### src/logic/frontend_macros.svh
`ifndef FRONTEND_MACROS_SVH
`define FRONTEND_MACROS_SVH

// first fetch block after reset
`define FE_BOOT_PC          32'h1c00_0000

// instruction FIFO entries, one instruction each
`define FE_FIFO_DEPTH       8

// backend queue capacity
`define FE_BACKEND_CREDITS  4

// opcode fields, see bit ranges per line
`define FE_OP_ADD_W         17'h00020
`define FE_OP_ADDI_W        10'h00a
`define FE_OP_LD_W          10'h0a2
`define FE_OP_ST_W          10'h0a6
`define FE_OP_BEQ           6'h16
`define FE_OP_BL            6'h15

`endif

### src/logic/frontend_pkg.sv
`default_nettype none

package frontend_pkg;

    typedef enum logic [2:0] {
        op_add,
        op_addi,
        op_load,
        op_store,
        op_beq,
        op_bl,
        op_invalid
    } opcode_e;

    // register number 0 means the slot is unused
    typedef struct packed {
        logic [1:0][4:0] r_reg;
        logic [4:0]      w_reg;
    } register_info_t;

    // one decoded instruction towards the backend
    typedef struct packed {
        logic [31:0]    pc;
        logic [31:0]    inst;
        opcode_e        opcode;
        register_info_t register_info;
    } inst_t;

    // instruction bus request, address is block aligned
    typedef struct packed {
        logic        valid;
        logic [31:0] addr;
    } fetch_req_t;

    // lower word holds the instruction at the lower address
    typedef struct packed {
        logic        valid;
        logic [63:0] data;
    } fetch_resp_t;

    typedef struct packed {
        logic        valid;
        logic [31:0] pc;
    } redirect_t;

    // instruction FIFO payload
    typedef struct packed {
        logic [31:0] pc;
        logic [31:0] inst;
    } fifo_entry_t;

endpackage

`default_nettype wire

### src/logic/fetch_pc_gen.sv
`timescale 1ns/10ps
`default_nettype none

`include "frontend_macros.svh"

module fetch_pc_gen
    import frontend_pkg::*;
(
    input  wire logic        clk,
    input  wire logic        arst_n_i,

    input  wire redirect_t   redirect_i,
    input  wire logic        advance_i,

    output logic [31:0]      block_pc_o,
    output logic             first_half_skip_o
);

    logic [31:0] block_pc;
    logic        skip_low;

    always_ff @(posedge clk or negedge arst_n_i) begin
        if (!arst_n_i) begin
            block_pc <= `FE_BOOT_PC;
            skip_low <= 1'b0;
        end else if (redirect_i.valid) begin
            // restart at the block holding the target
            block_pc <= {redirect_i.pc[31:3], 3'b000};
            skip_low <= redirect_i.pc[2];
        end else if (advance_i) begin
            block_pc <= block_pc + 32'd8;
            skip_low <= 1'b0;
        end
    end

    assign block_pc_o        = block_pc;
    assign first_half_skip_o = skip_low;

endmodule

`default_nettype wire

### src/logic/fetch_unit.sv
`timescale 1ns/10ps
`default_nettype none

`include "frontend_macros.svh"

module fetch_unit
    import frontend_pkg::*;
(
    input  wire logic               clk,
    input  wire logic               arst_n_i,

    input  wire redirect_t          redirect_i,
    input  wire logic [31:0]        block_pc_i,
    input  wire logic               first_half_skip_i,
    output logic                    advance_o,

    output fetch_req_t              bus_req_o,
    input  wire logic               bus_req_ready_i,
    input  wire fetch_resp_t        bus_resp_i,

    input  wire logic [3:0]         fifo_free_i,
    output logic [1:0]              fifo_write_num_o,
    output fifo_entry_t [1:0]       fifo_write_data_o
);

    // one block per outstanding request, two FIFO entries each
    localparam int PEND_DEPTH = `FE_FIFO_DEPTH / 2;
    localparam int PTR_W      = $clog2(PEND_DEPTH);
    localparam int CNT_W      = $clog2(PEND_DEPTH + 1);

    typedef struct packed {
        logic [31:0] pc;
        logic        skip;
    } pend_t;

    pend_t            pend_mem [PEND_DEPTH];
    pend_t            head;
    logic [PTR_W-1:0] push_ptr;
    logic [PTR_W-1:0] pop_ptr;
    logic [CNT_W-1:0] out_cnt;
    logic [CNT_W-1:0] out_cnt_next;
    logic [CNT_W-1:0] stale_cnt;
    logic [3:0]       need;
    logic             started;
    logic             accept;
    logic             resp_live;

    // room for all outstanding blocks plus the new one
    assign need            = 4'({out_cnt, 1'b0}) + 4'd2;
    assign bus_req_o.valid = started && (need <= fifo_free_i);
    assign bus_req_o.addr  = block_pc_i;

    assign accept    = bus_req_o.valid && bus_req_ready_i;
    assign advance_o = accept;

    assign head         = pend_mem[pop_ptr];
    assign resp_live    = bus_resp_i.valid && (stale_cnt == '0);
    assign out_cnt_next = out_cnt + CNT_W'(accept) - CNT_W'(bus_resp_i.valid);

    always_ff @(posedge clk or negedge arst_n_i) begin
        if (!arst_n_i) begin
            started   <= 1'b0;
            push_ptr  <= '0;
            pop_ptr   <= '0;
            out_cnt   <= '0;
            stale_cnt <= '0;
        end else begin
            started <= 1'b1;
            out_cnt <= out_cnt_next;
            if (accept) begin
                push_ptr <= push_ptr + 1'b1;
            end
            if (bus_resp_i.valid) begin
                pop_ptr <= pop_ptr + 1'b1;
            end
            // everything still in flight belongs to the old path
            if (redirect_i.valid) begin
                stale_cnt <= out_cnt_next;
            end else if (bus_resp_i.valid && stale_cnt != '0) begin
                stale_cnt <= stale_cnt - 1'b1;
            end
        end
    end

    always_ff @(posedge clk) begin
        if (accept) begin
            pend_mem[push_ptr] <= '{pc: block_pc_i, skip: first_half_skip_i};
        end
    end

    // lower instruction first, unless the block was entered mid-way
    always_comb begin
        fifo_write_data_o[1] = '{pc: head.pc + 32'd4, inst: bus_resp_i.data[63:32]};
        if (head.skip) begin
            fifo_write_data_o[0] = fifo_write_data_o[1];
            fifo_write_num_o     = 2'd1;
        end else begin
            fifo_write_data_o[0] = '{pc: head.pc, inst: bus_resp_i.data[31:0]};
            fifo_write_num_o     = 2'd2;
        end
        if (!resp_live) begin
            fifo_write_num_o = 2'd0;
        end
    end

endmodule

`default_nettype wire

### src/logic/frontend.sv
`timescale 1ns/10ps
`default_nettype none

`include "frontend_macros.svh"

module frontend
    import frontend_pkg::*;
(
    input  wire logic          clk,
    input  wire logic          arst_n_i,

    input  wire redirect_t     redirect_i,

    output fetch_req_t         bus_req_o,
    input  wire logic          bus_req_ready_i,
    input  wire fetch_resp_t   bus_resp_i,

    output inst_t [1:0]        inst_o,
    output logic  [1:0]        inst_valid_o,
    input  wire logic [1:0]    credit_return_i
);

    localparam int CRED_W = $clog2(`FE_BACKEND_CREDITS + 1);

    logic [31:0]       block_pc;
    logic              first_half_skip;
    logic              advance;
    logic [1:0]        fifo_write_num;
    fifo_entry_t [1:0] fifo_write_data;
    fifo_entry_t [1:0] fifo_read_data;
    logic [3:0]        fifo_count;
    logic [3:0]        fifo_free;
    opcode_e [1:0]     dec_opcode;
    register_info_t [1:0] dec_reg_info;
    logic [CRED_W-1:0] credit_cnt;
    logic [3:0]        send_lim;
    logic [1:0]        send_num;

    fetch_pc_gen i_fetch_pc_gen (
        .clk,
        .arst_n_i,
        .redirect_i,
        .advance_i         (advance),
        .block_pc_o        (block_pc),
        .first_half_skip_o (first_half_skip)
    );

    fetch_unit i_fetch_unit (
        .clk,
        .arst_n_i,
        .redirect_i,
        .block_pc_i        (block_pc),
        .first_half_skip_i (first_half_skip),
        .advance_o         (advance),
        .bus_req_o,
        .bus_req_ready_i,
        .bus_resp_i,
        .fifo_free_i       (fifo_free),
        .fifo_write_num_o  (fifo_write_num),
        .fifo_write_data_o (fifo_write_data)
    );

    multi_channel_fifo #(
        .DATA_WIDTH ($bits(fifo_entry_t)),
        .DEPTH      (`FE_FIFO_DEPTH)
    ) i_inst_fifo (
        .clk,
        .arst_n_i,
        .flush_i      (redirect_i.valid),
        .write_num_i  (fifo_write_num),
        .write_data_i (fifo_write_data),
        .read_num_i   (send_num),
        .read_data_o  (fifo_read_data),
        .count_o      (fifo_count),
        .free_o       (fifo_free)
    );

    for (genvar i = 0; i < 2; i++) begin : g_dec
        inst_decoder i_inst_decoder (
            .inst_i          (fifo_read_data[i].inst),
            .opcode_o        (dec_opcode[i]),
            .register_info_o (dec_reg_info[i])
        );

        assign inst_o[i] = '{
            pc:            fifo_read_data[i].pc,
            inst:          fifo_read_data[i].inst,
            opcode:        dec_opcode[i],
            register_info: dec_reg_info[i]
        };
    end

    // min of occupancy, credits and two, nothing while redirecting
    always_comb begin
        send_lim = 4'd2;
        if (fifo_count < send_lim) begin
            send_lim = fifo_count;
        end
        if (4'(credit_cnt) < send_lim) begin
            send_lim = 4'(credit_cnt);
        end
        if (redirect_i.valid) begin
            send_lim = 4'd0;
        end
    end

    assign send_num     = send_lim[1:0];
    assign inst_valid_o = {send_num[1], send_num[1] | send_num[0]};

    always_ff @(posedge clk or negedge arst_n_i) begin
        if (!arst_n_i) begin
            credit_cnt <= CRED_W'(`FE_BACKEND_CREDITS);
        end else if (redirect_i.valid) begin
            // backend queue is emptied too, returns this cycle are void
            credit_cnt <= CRED_W'(`FE_BACKEND_CREDITS);
        end else begin
            credit_cnt <= credit_cnt - CRED_W'(send_num) + CRED_W'(credit_return_i);
        end
    end

endmodule

`default_nettype wire

### src/logic/inst_decoder.sv
`timescale 1ns/10ps
`default_nettype none

`include "frontend_macros.svh"

module inst_decoder
    import frontend_pkg::*;
(
    input  wire logic [31:0] inst_i,
    output opcode_e          opcode_o,
    output register_info_t   register_info_o
);

    logic [4:0] rk;
    logic [4:0] rj;
    logic [4:0] rd;

    assign rk = inst_i[14:10];
    assign rj = inst_i[9:5];
    assign rd = inst_i[4:0];

    // opcode fields differ in length, longest match first
    always_comb begin
        if (inst_i[31:15] == `FE_OP_ADD_W) begin
            opcode_o = op_add;
        end else if (inst_i[31:22] == `FE_OP_ADDI_W) begin
            opcode_o = op_addi;
        end else if (inst_i[31:22] == `FE_OP_LD_W) begin
            opcode_o = op_load;
        end else if (inst_i[31:22] == `FE_OP_ST_W) begin
            opcode_o = op_store;
        end else if (inst_i[31:26] == `FE_OP_BEQ) begin
            opcode_o = op_beq;
        end else if (inst_i[31:26] == `FE_OP_BL) begin
            opcode_o = op_bl;
        end else begin
            opcode_o = op_invalid;
        end
    end

    always_comb begin
        register_info_o = '0;
        case (opcode_o)
            op_add: begin
                register_info_o.r_reg[0] = rk;
                register_info_o.r_reg[1] = rj;
                register_info_o.w_reg    = rd;
            end
            op_addi, op_load: begin
                register_info_o.r_reg[1] = rj;
                register_info_o.w_reg    = rd;
            end
            // rd is a source here, nothing is written
            op_store, op_beq: begin
                register_info_o.r_reg[0] = rd;
                register_info_o.r_reg[1] = rj;
            end
            // link register
            op_bl: begin
                register_info_o.w_reg = 5'd1;
            end
            default: begin
                register_info_o = '0;
            end
        endcase
    end

endmodule

`default_nettype wire

### src/logic/multi_channel_fifo.sv
`timescale 1ns/10ps
`default_nettype none

module multi_channel_fifo #(
    parameter int DATA_WIDTH = 64,
    parameter int DEPTH      = 8
) (
    input  wire logic                         clk,
    input  wire logic                         arst_n_i,
    input  wire logic                         flush_i,

    input  wire logic [1:0]                   write_num_i,
    input  wire logic [1:0][DATA_WIDTH-1:0]   write_data_i,

    input  wire logic [1:0]                   read_num_i,
    output logic [1:0][DATA_WIDTH-1:0]        read_data_o,

    output logic [3:0]                        count_o,
    output logic [3:0]                        free_o
);

    localparam int PTR_W = $clog2(DEPTH);

    logic [DATA_WIDTH-1:0] mem [DEPTH];
    logic [PTR_W-1:0]      wr_ptr;
    logic [PTR_W-1:0]      wr_ptr_1;
    logic [PTR_W-1:0]      rd_ptr;
    logic [PTR_W-1:0]      rd_ptr_1;
    logic [3:0]            count;

    // pointer advance, wraps modulo DEPTH
    function automatic logic [PTR_W-1:0] ptr_add(
        input logic [PTR_W-1:0] ptr,
        input logic [1:0]       inc
    );
        logic [PTR_W:0] sum;
        sum = {1'b0, ptr} + (PTR_W + 1)'(inc);
        if (sum >= (PTR_W + 1)'(DEPTH)) begin
            sum = sum - (PTR_W + 1)'(DEPTH);
        end
        return sum[PTR_W-1:0];
    endfunction

    assign wr_ptr_1 = ptr_add(wr_ptr, 2'd1);
    assign rd_ptr_1 = ptr_add(rd_ptr, 2'd1);

    always_ff @(posedge clk or negedge arst_n_i) begin
        if (!arst_n_i) begin
            wr_ptr <= '0;
            rd_ptr <= '0;
            count  <= '0;
        end else if (flush_i) begin
            wr_ptr <= '0;
            rd_ptr <= '0;
            count  <= '0;
        end else begin
            wr_ptr <= ptr_add(wr_ptr, write_num_i);
            rd_ptr <= ptr_add(rd_ptr, read_num_i);
            count  <= count + 4'(write_num_i) - 4'(read_num_i);
        end
    end

    // writer only sends what fits
    always_ff @(posedge clk) begin
        if (!flush_i) begin
            if (write_num_i != 2'd0) begin
                mem[wr_ptr] <= write_data_i[0];
            end
            if (write_num_i[1]) begin
                mem[wr_ptr_1] <= write_data_i[1];
            end
        end
    end

    assign read_data_o[0] = mem[rd_ptr];
    assign read_data_o[1] = mem[rd_ptr_1];

    assign count_o = count;
    assign free_o  = 4'(DEPTH) - count;

endmodule

`default_nettype wire

### config.mk
export PLATFORM = sky130hd
export DESIGN_NAME = frontend
export DESIGN_NICKNAME = d
export VERILOG_FILES = /design/src/logic/frontend_pkg.sv /design/src/logic/fetch_pc_gen.sv /design/src/logic/fetch_unit.sv /design/src/logic/frontend.sv /design/src/logic/inst_decoder.sv /design/src/logic/multi_channel_fifo.sv
export VERILOG_INCLUDE_DIRS = /design/src /design/src/logic
export SDC_FILE = /design/constraint.sdc
export NUM_CORES = 1
export LEC_CHECK = 0
export ABC_AREA = 1
export BUFFER_PORTS_ARGS = -buffer_cell sky130_fd_sc_hd__buf_2
export CAP_MARGIN = 20
export CORE_MARGIN = 8
export CORE_UTILIZATION = 45
export DETAILED_ROUTE_END_ITERATION = 16
export PLACE_DENSITY_LB_ADDON = 0.1
export SYNTH_ARGS = -nofsm -noshare
export SYNTH_HDL_FRONTEND = slang
export SYNTH_SLANG_ARGS = --single-unit
### constraint.sdc
create_clock -name clk -period 7.1 [get_ports clk]
set_clock_uncertainty 0.1 [all_clocks]
set_input_delay 1.42 -clock clk [delete_from_list [all_inputs] [get_ports clk]]
set_output_delay 1.42 -clock clk [all_outputs]
set_load 0.05 [all_outputs]
==> out/metrics.csv <==
stage,metric,value,unit
clock_tree,CTS tree,yes,
synth,register area share after synthesis,52.82,%
critical_path,crit path DAT,4620,ps
clock_tree,clk slew on worst S/H paths,60,ps
final_layout,ant diodes,0,
global_route,first-pass GRT wire length,182200,microns
global_route,vias in the first global route,30210,
detailed_routing,via count of the routed design,32180,
die,Ports,302,
critical_path,CP Cell Sequence,buf_4 > buf_4 > nand2_1 > nand3_1 > nand2_1 > o21ai_1 > nand2_1 > nor2_1 > nand3_1 > nand2_1 > nor2_1 > nand3_1 > nand2_1 > inv_1 > buf_2,
final_layout,post-route cell area,0.04223,sq mm
synth,"Async S/R FF share, synth",8.060,%
placed_design,placed cell areas,0.03974,sq mm
sta,setup repair after global routing missed its margin,no,
synth,"EDFF count, synth",616,
global_route,All-Layer GR Usage,25.22,%
critical_path,cell family with most CP delay,buffers and inverters,
clock_tree,clock sinks,670,
detailed_routing,Routed Wire Length,121400,microns
power,Clock Power Share,19.8,%
die,Cell Rows,106,
clock_tree,Clock Root Buffer,clkbuf_16,
clock_tree,cts bufs inserted,77,
power,Comb pwr share,50.8,%
sta,Pins Over Slew Limit,0,
global_route,initial antenna violation count,2,
placed_design,# port buffers,292,
die,Horiz. Die Dim,305.0,microns
detailed_routing,Routed WL per cell,21.09,microns
sta,Fin. Hold Viols,0,
synth,Post-synth top cells,"1,093 x nand2_1, 616 x edfxtp_1, 559 x o21ai_0",
detailed_routing,DRC,0,
critical_path,Slowest cell on crit path,buf_4,
synth,Syn Std Cell Area,0.03759,sq mm
clock_tree,Clock Latency Late Sink,610,ps
synth,"top cells by area, synth","edfxtp_1 49%, nand2_1 11%, o21ai_0 7.4%",
power,cell-internal power,0.01011,W
synth,ys flop type,edfxtp_1,
sta,Fin Setup TNS,0,ps
critical_path,largest stage delay on the critical path,730,ps
power,Psw,0.009337,W
synth,post-synthesis area per instance,8.392,sq um
clock_tree,H-tree depth,3,
placed_design,Final GP Congestion,0.8476,
sta,fmax,162.9,MHz
clock_tree,hold-fix buffers at CTS,0,
sta,Slew Limit Headroom,24.60,%
die,Core Box Area,0.08316,sq mm
critical_path,worst-path maximum fanout,80,
final_layout,post-layout net count,4756,
final_layout,Multi-input gate area,0.01500,sq mm
power,sw frac,48.01,%
power,VDD IR max,0.3340,mV
global_route,largest net degree at the start of global routing,207,
clock_tree,cts repair resizes,0,
outcome,outcome,"finished, final reports clean",
clock_tree,post-CTS setup buffers,0,
power,Reg power frac,29.4,%
detailed_routing,First-pass DRT Iterations,6,
critical_path,most frequent CP cell,nand2_1,
critical_path,Worst setup startpoint,i_inst_fifo.rd_ptr[0],
die,die height,305.0,microns
final_layout,fillers,7850,
final_layout,Seq. cell area,0.01987,sq mm
sta,fin crit period,6140,ps
die,starting density of the core,45.20,%
clock_tree,Clock Tree Buf Depth,3,
worst_hold_path,HP Class,flop to flop,
detailed_routing,DR iter-0 viols,2656,
placed_design,DP Wirelength,71780,microns
worst_hold_path,min-delay src,i_fetch_pc_gen.first_half_skip_o,
sta,endpoints failing setup,0,
synth,synth unique cells,42,
final_layout,fraction of layout cells with a size suffix above 1,11.20,%
die,die area,0.09303,sq mm
synth,Synth Register Bits,670,
final_layout,Syn-to-layout area delta,12.35,%
detailed_routing,post-detailed-route count of antenna-violating nets,0,
global_route,GRT overflow,0,
critical_path,crit path launch type,flop,
synth,Syn Inst Count,4479,
flow_run,maxcap violations,0,
power,P_leak,17.30,nW
critical_path,CP bufs+invs,4,
critical_path,Required @ worst endpoint,5580,ps
critical_path,reg2reg start,i_fetch_unit.pop_ptr[0],
critical_path,Setup Crit Path Kind,flop to output pin,
critical_path,CP Capture Type,output pin,
synth,largest area contributor in the netlist,edfxtp_1,
power,PwrDens,460.5,mW/mm^2
sta,Final period util,86.48,%
detailed_routing,DR vias/cell,5.588,
synth,Ys Warns,0,
synth,"count leader, synth",nand2_1,
sta,Slew @ Worst Pin,1127,ps
synth,Synth top area share,49.21,%
final timing paths:
kind | endpoint | slack, ps | cells after the start
worst max register to register | i_inst_fifo.mem[4][8] | 2890 | 15
worst min register to register | i_fetch_unit.pend_mem[2][0] | 440 | 0
worst min-delay path | i_fetch_unit.pend_mem[2][0] | 440 | 0
max in group asynchronous | i_inst_fifo.rd_ptr[0] | 5450 | 2
worst max-delay path | inst_o[11] | 960 | 15
min in group asynchronous | i_fetch_unit.stale_cnt[2] | 870 | 2
state kept, by name (all words and copies together) (netlist names):
| register | cells |
|---|---|
| i_fetch_unit.started | 1 |
| i_fetch_pc_gen.block_pc_o | 29 |
| i_fetch_unit.out_cnt | 3 |
| i_inst_fifo.rd_ptr | 3 |
| i_fetch_unit.stale_cnt | 3 |
| i_fetch_unit.pend_mem | 120 |
| i_fetch_unit.push_ptr | 2 |
| i_fetch_pc_gen.first_half_skip_o | 1 |
| i_inst_fifo.mem | 496 |
| i_fetch_unit.pop_ptr | 2 |
| credit_cnt | 3 |
| i_inst_fifo.wr_ptr | 3 |
| i_inst_fifo.count_o | 4 |
logic make-up (layout without fill, tap and decap cells):
logic type | Yosys count | after routing | synth area share, %
fa+ha+maj | 33 | 33 | 1.238
xor+xnor | 39 | 39 | 0.9288
flops | 670 | 670 | 52.82
buf+inv | 709 | 902 | 7.840
simple gates | 1723 | 1723 | 18.43
other cells | 2 | 8 | 0.01998
compound gates | 1303 | 1303 | 18.72
layer usage:
layer  part of all wire [%]  up-vias  track usage [%]
li1                       -    15770                -
met3                    7.6      252            4.209
met2                     49     1166            44.82
met4                    3.5        0            9.313
met5                      0        -                0
met1                     40    14990            30.61
metrics by stage:
step           hold slack [ps]  setup slack [ps]  cells  power, W  util, %
2_1_floorplan            376.8             158.2   4485   0.01288        -
3_3_place_gp             423.0              1616   5618   0.01553    47.78
3_5_place_dp             411.4              1610   5618   0.01566    47.78
4_1_cts                  428.6             914.7   5755   0.01952    50.69
5_1_grt                  461.8             558.8   5758   0.02064    50.78
6_report                 439.8             959.9   5758   0.01945    50.78
worst register-to-register path, cell delays in order (launching register included):
cell     delay, ps
dfrtp_2        400
inv_2           40
buf_4          610
nand2_1        120
nand3_1        150
nand2_4        200
inv_1          150
nor2_2          60
inv_2           70
nor2_1          50
inv_2          140
nor2_4          70
nand2_2         70
buf_4          670
o21ai_4        520
buf_4          450
final cells by class:
class | instances | area share (%)
repair buffers | 350 | 4.794
well taps | 1080 | 3.200
clock inverters | 38 | 0.7970
clock buffers | 99 | 4.927
flip-flops and latches | 670 | 47.05
multi-input cells | 3106 | 35.52
inverters | 415 | 3.719
power by group through the flow:
stage                     registers [W]  clock network [W]  logic (W)
after global placement          0.00580                  0    0.00974
after CTS                       0.00572            0.00391    0.00989
after detailed placement        0.00580                  0    0.00985
after global routing            0.00576            0.00406     0.0108
final                           0.00572            0.00385    0.00988
after floorplan                 0.00584                  0    0.00704
layout by cell type, fill, tap and decap left out, drive strengths merged, types with 3 or more instances in the layout:
master	instances
nand2	1098
o21ai	732
edfxtp	616
inv	417
buf	350
nor2	334
nand3	260
a21oi	224
o22ai	219
clkbuf	99
a31oi	67
o211ai	55
dfrtp	50
clkinv	30
xor2	28
ha	26
xnor2	11
nor3	9
conb	8
nand4	7
fa	7
and3	6
bufinv	5
dfstp	4
or2	3
nor4	3
o221ai	3
No activity file was read; power rests on OpenSTA's default activity.
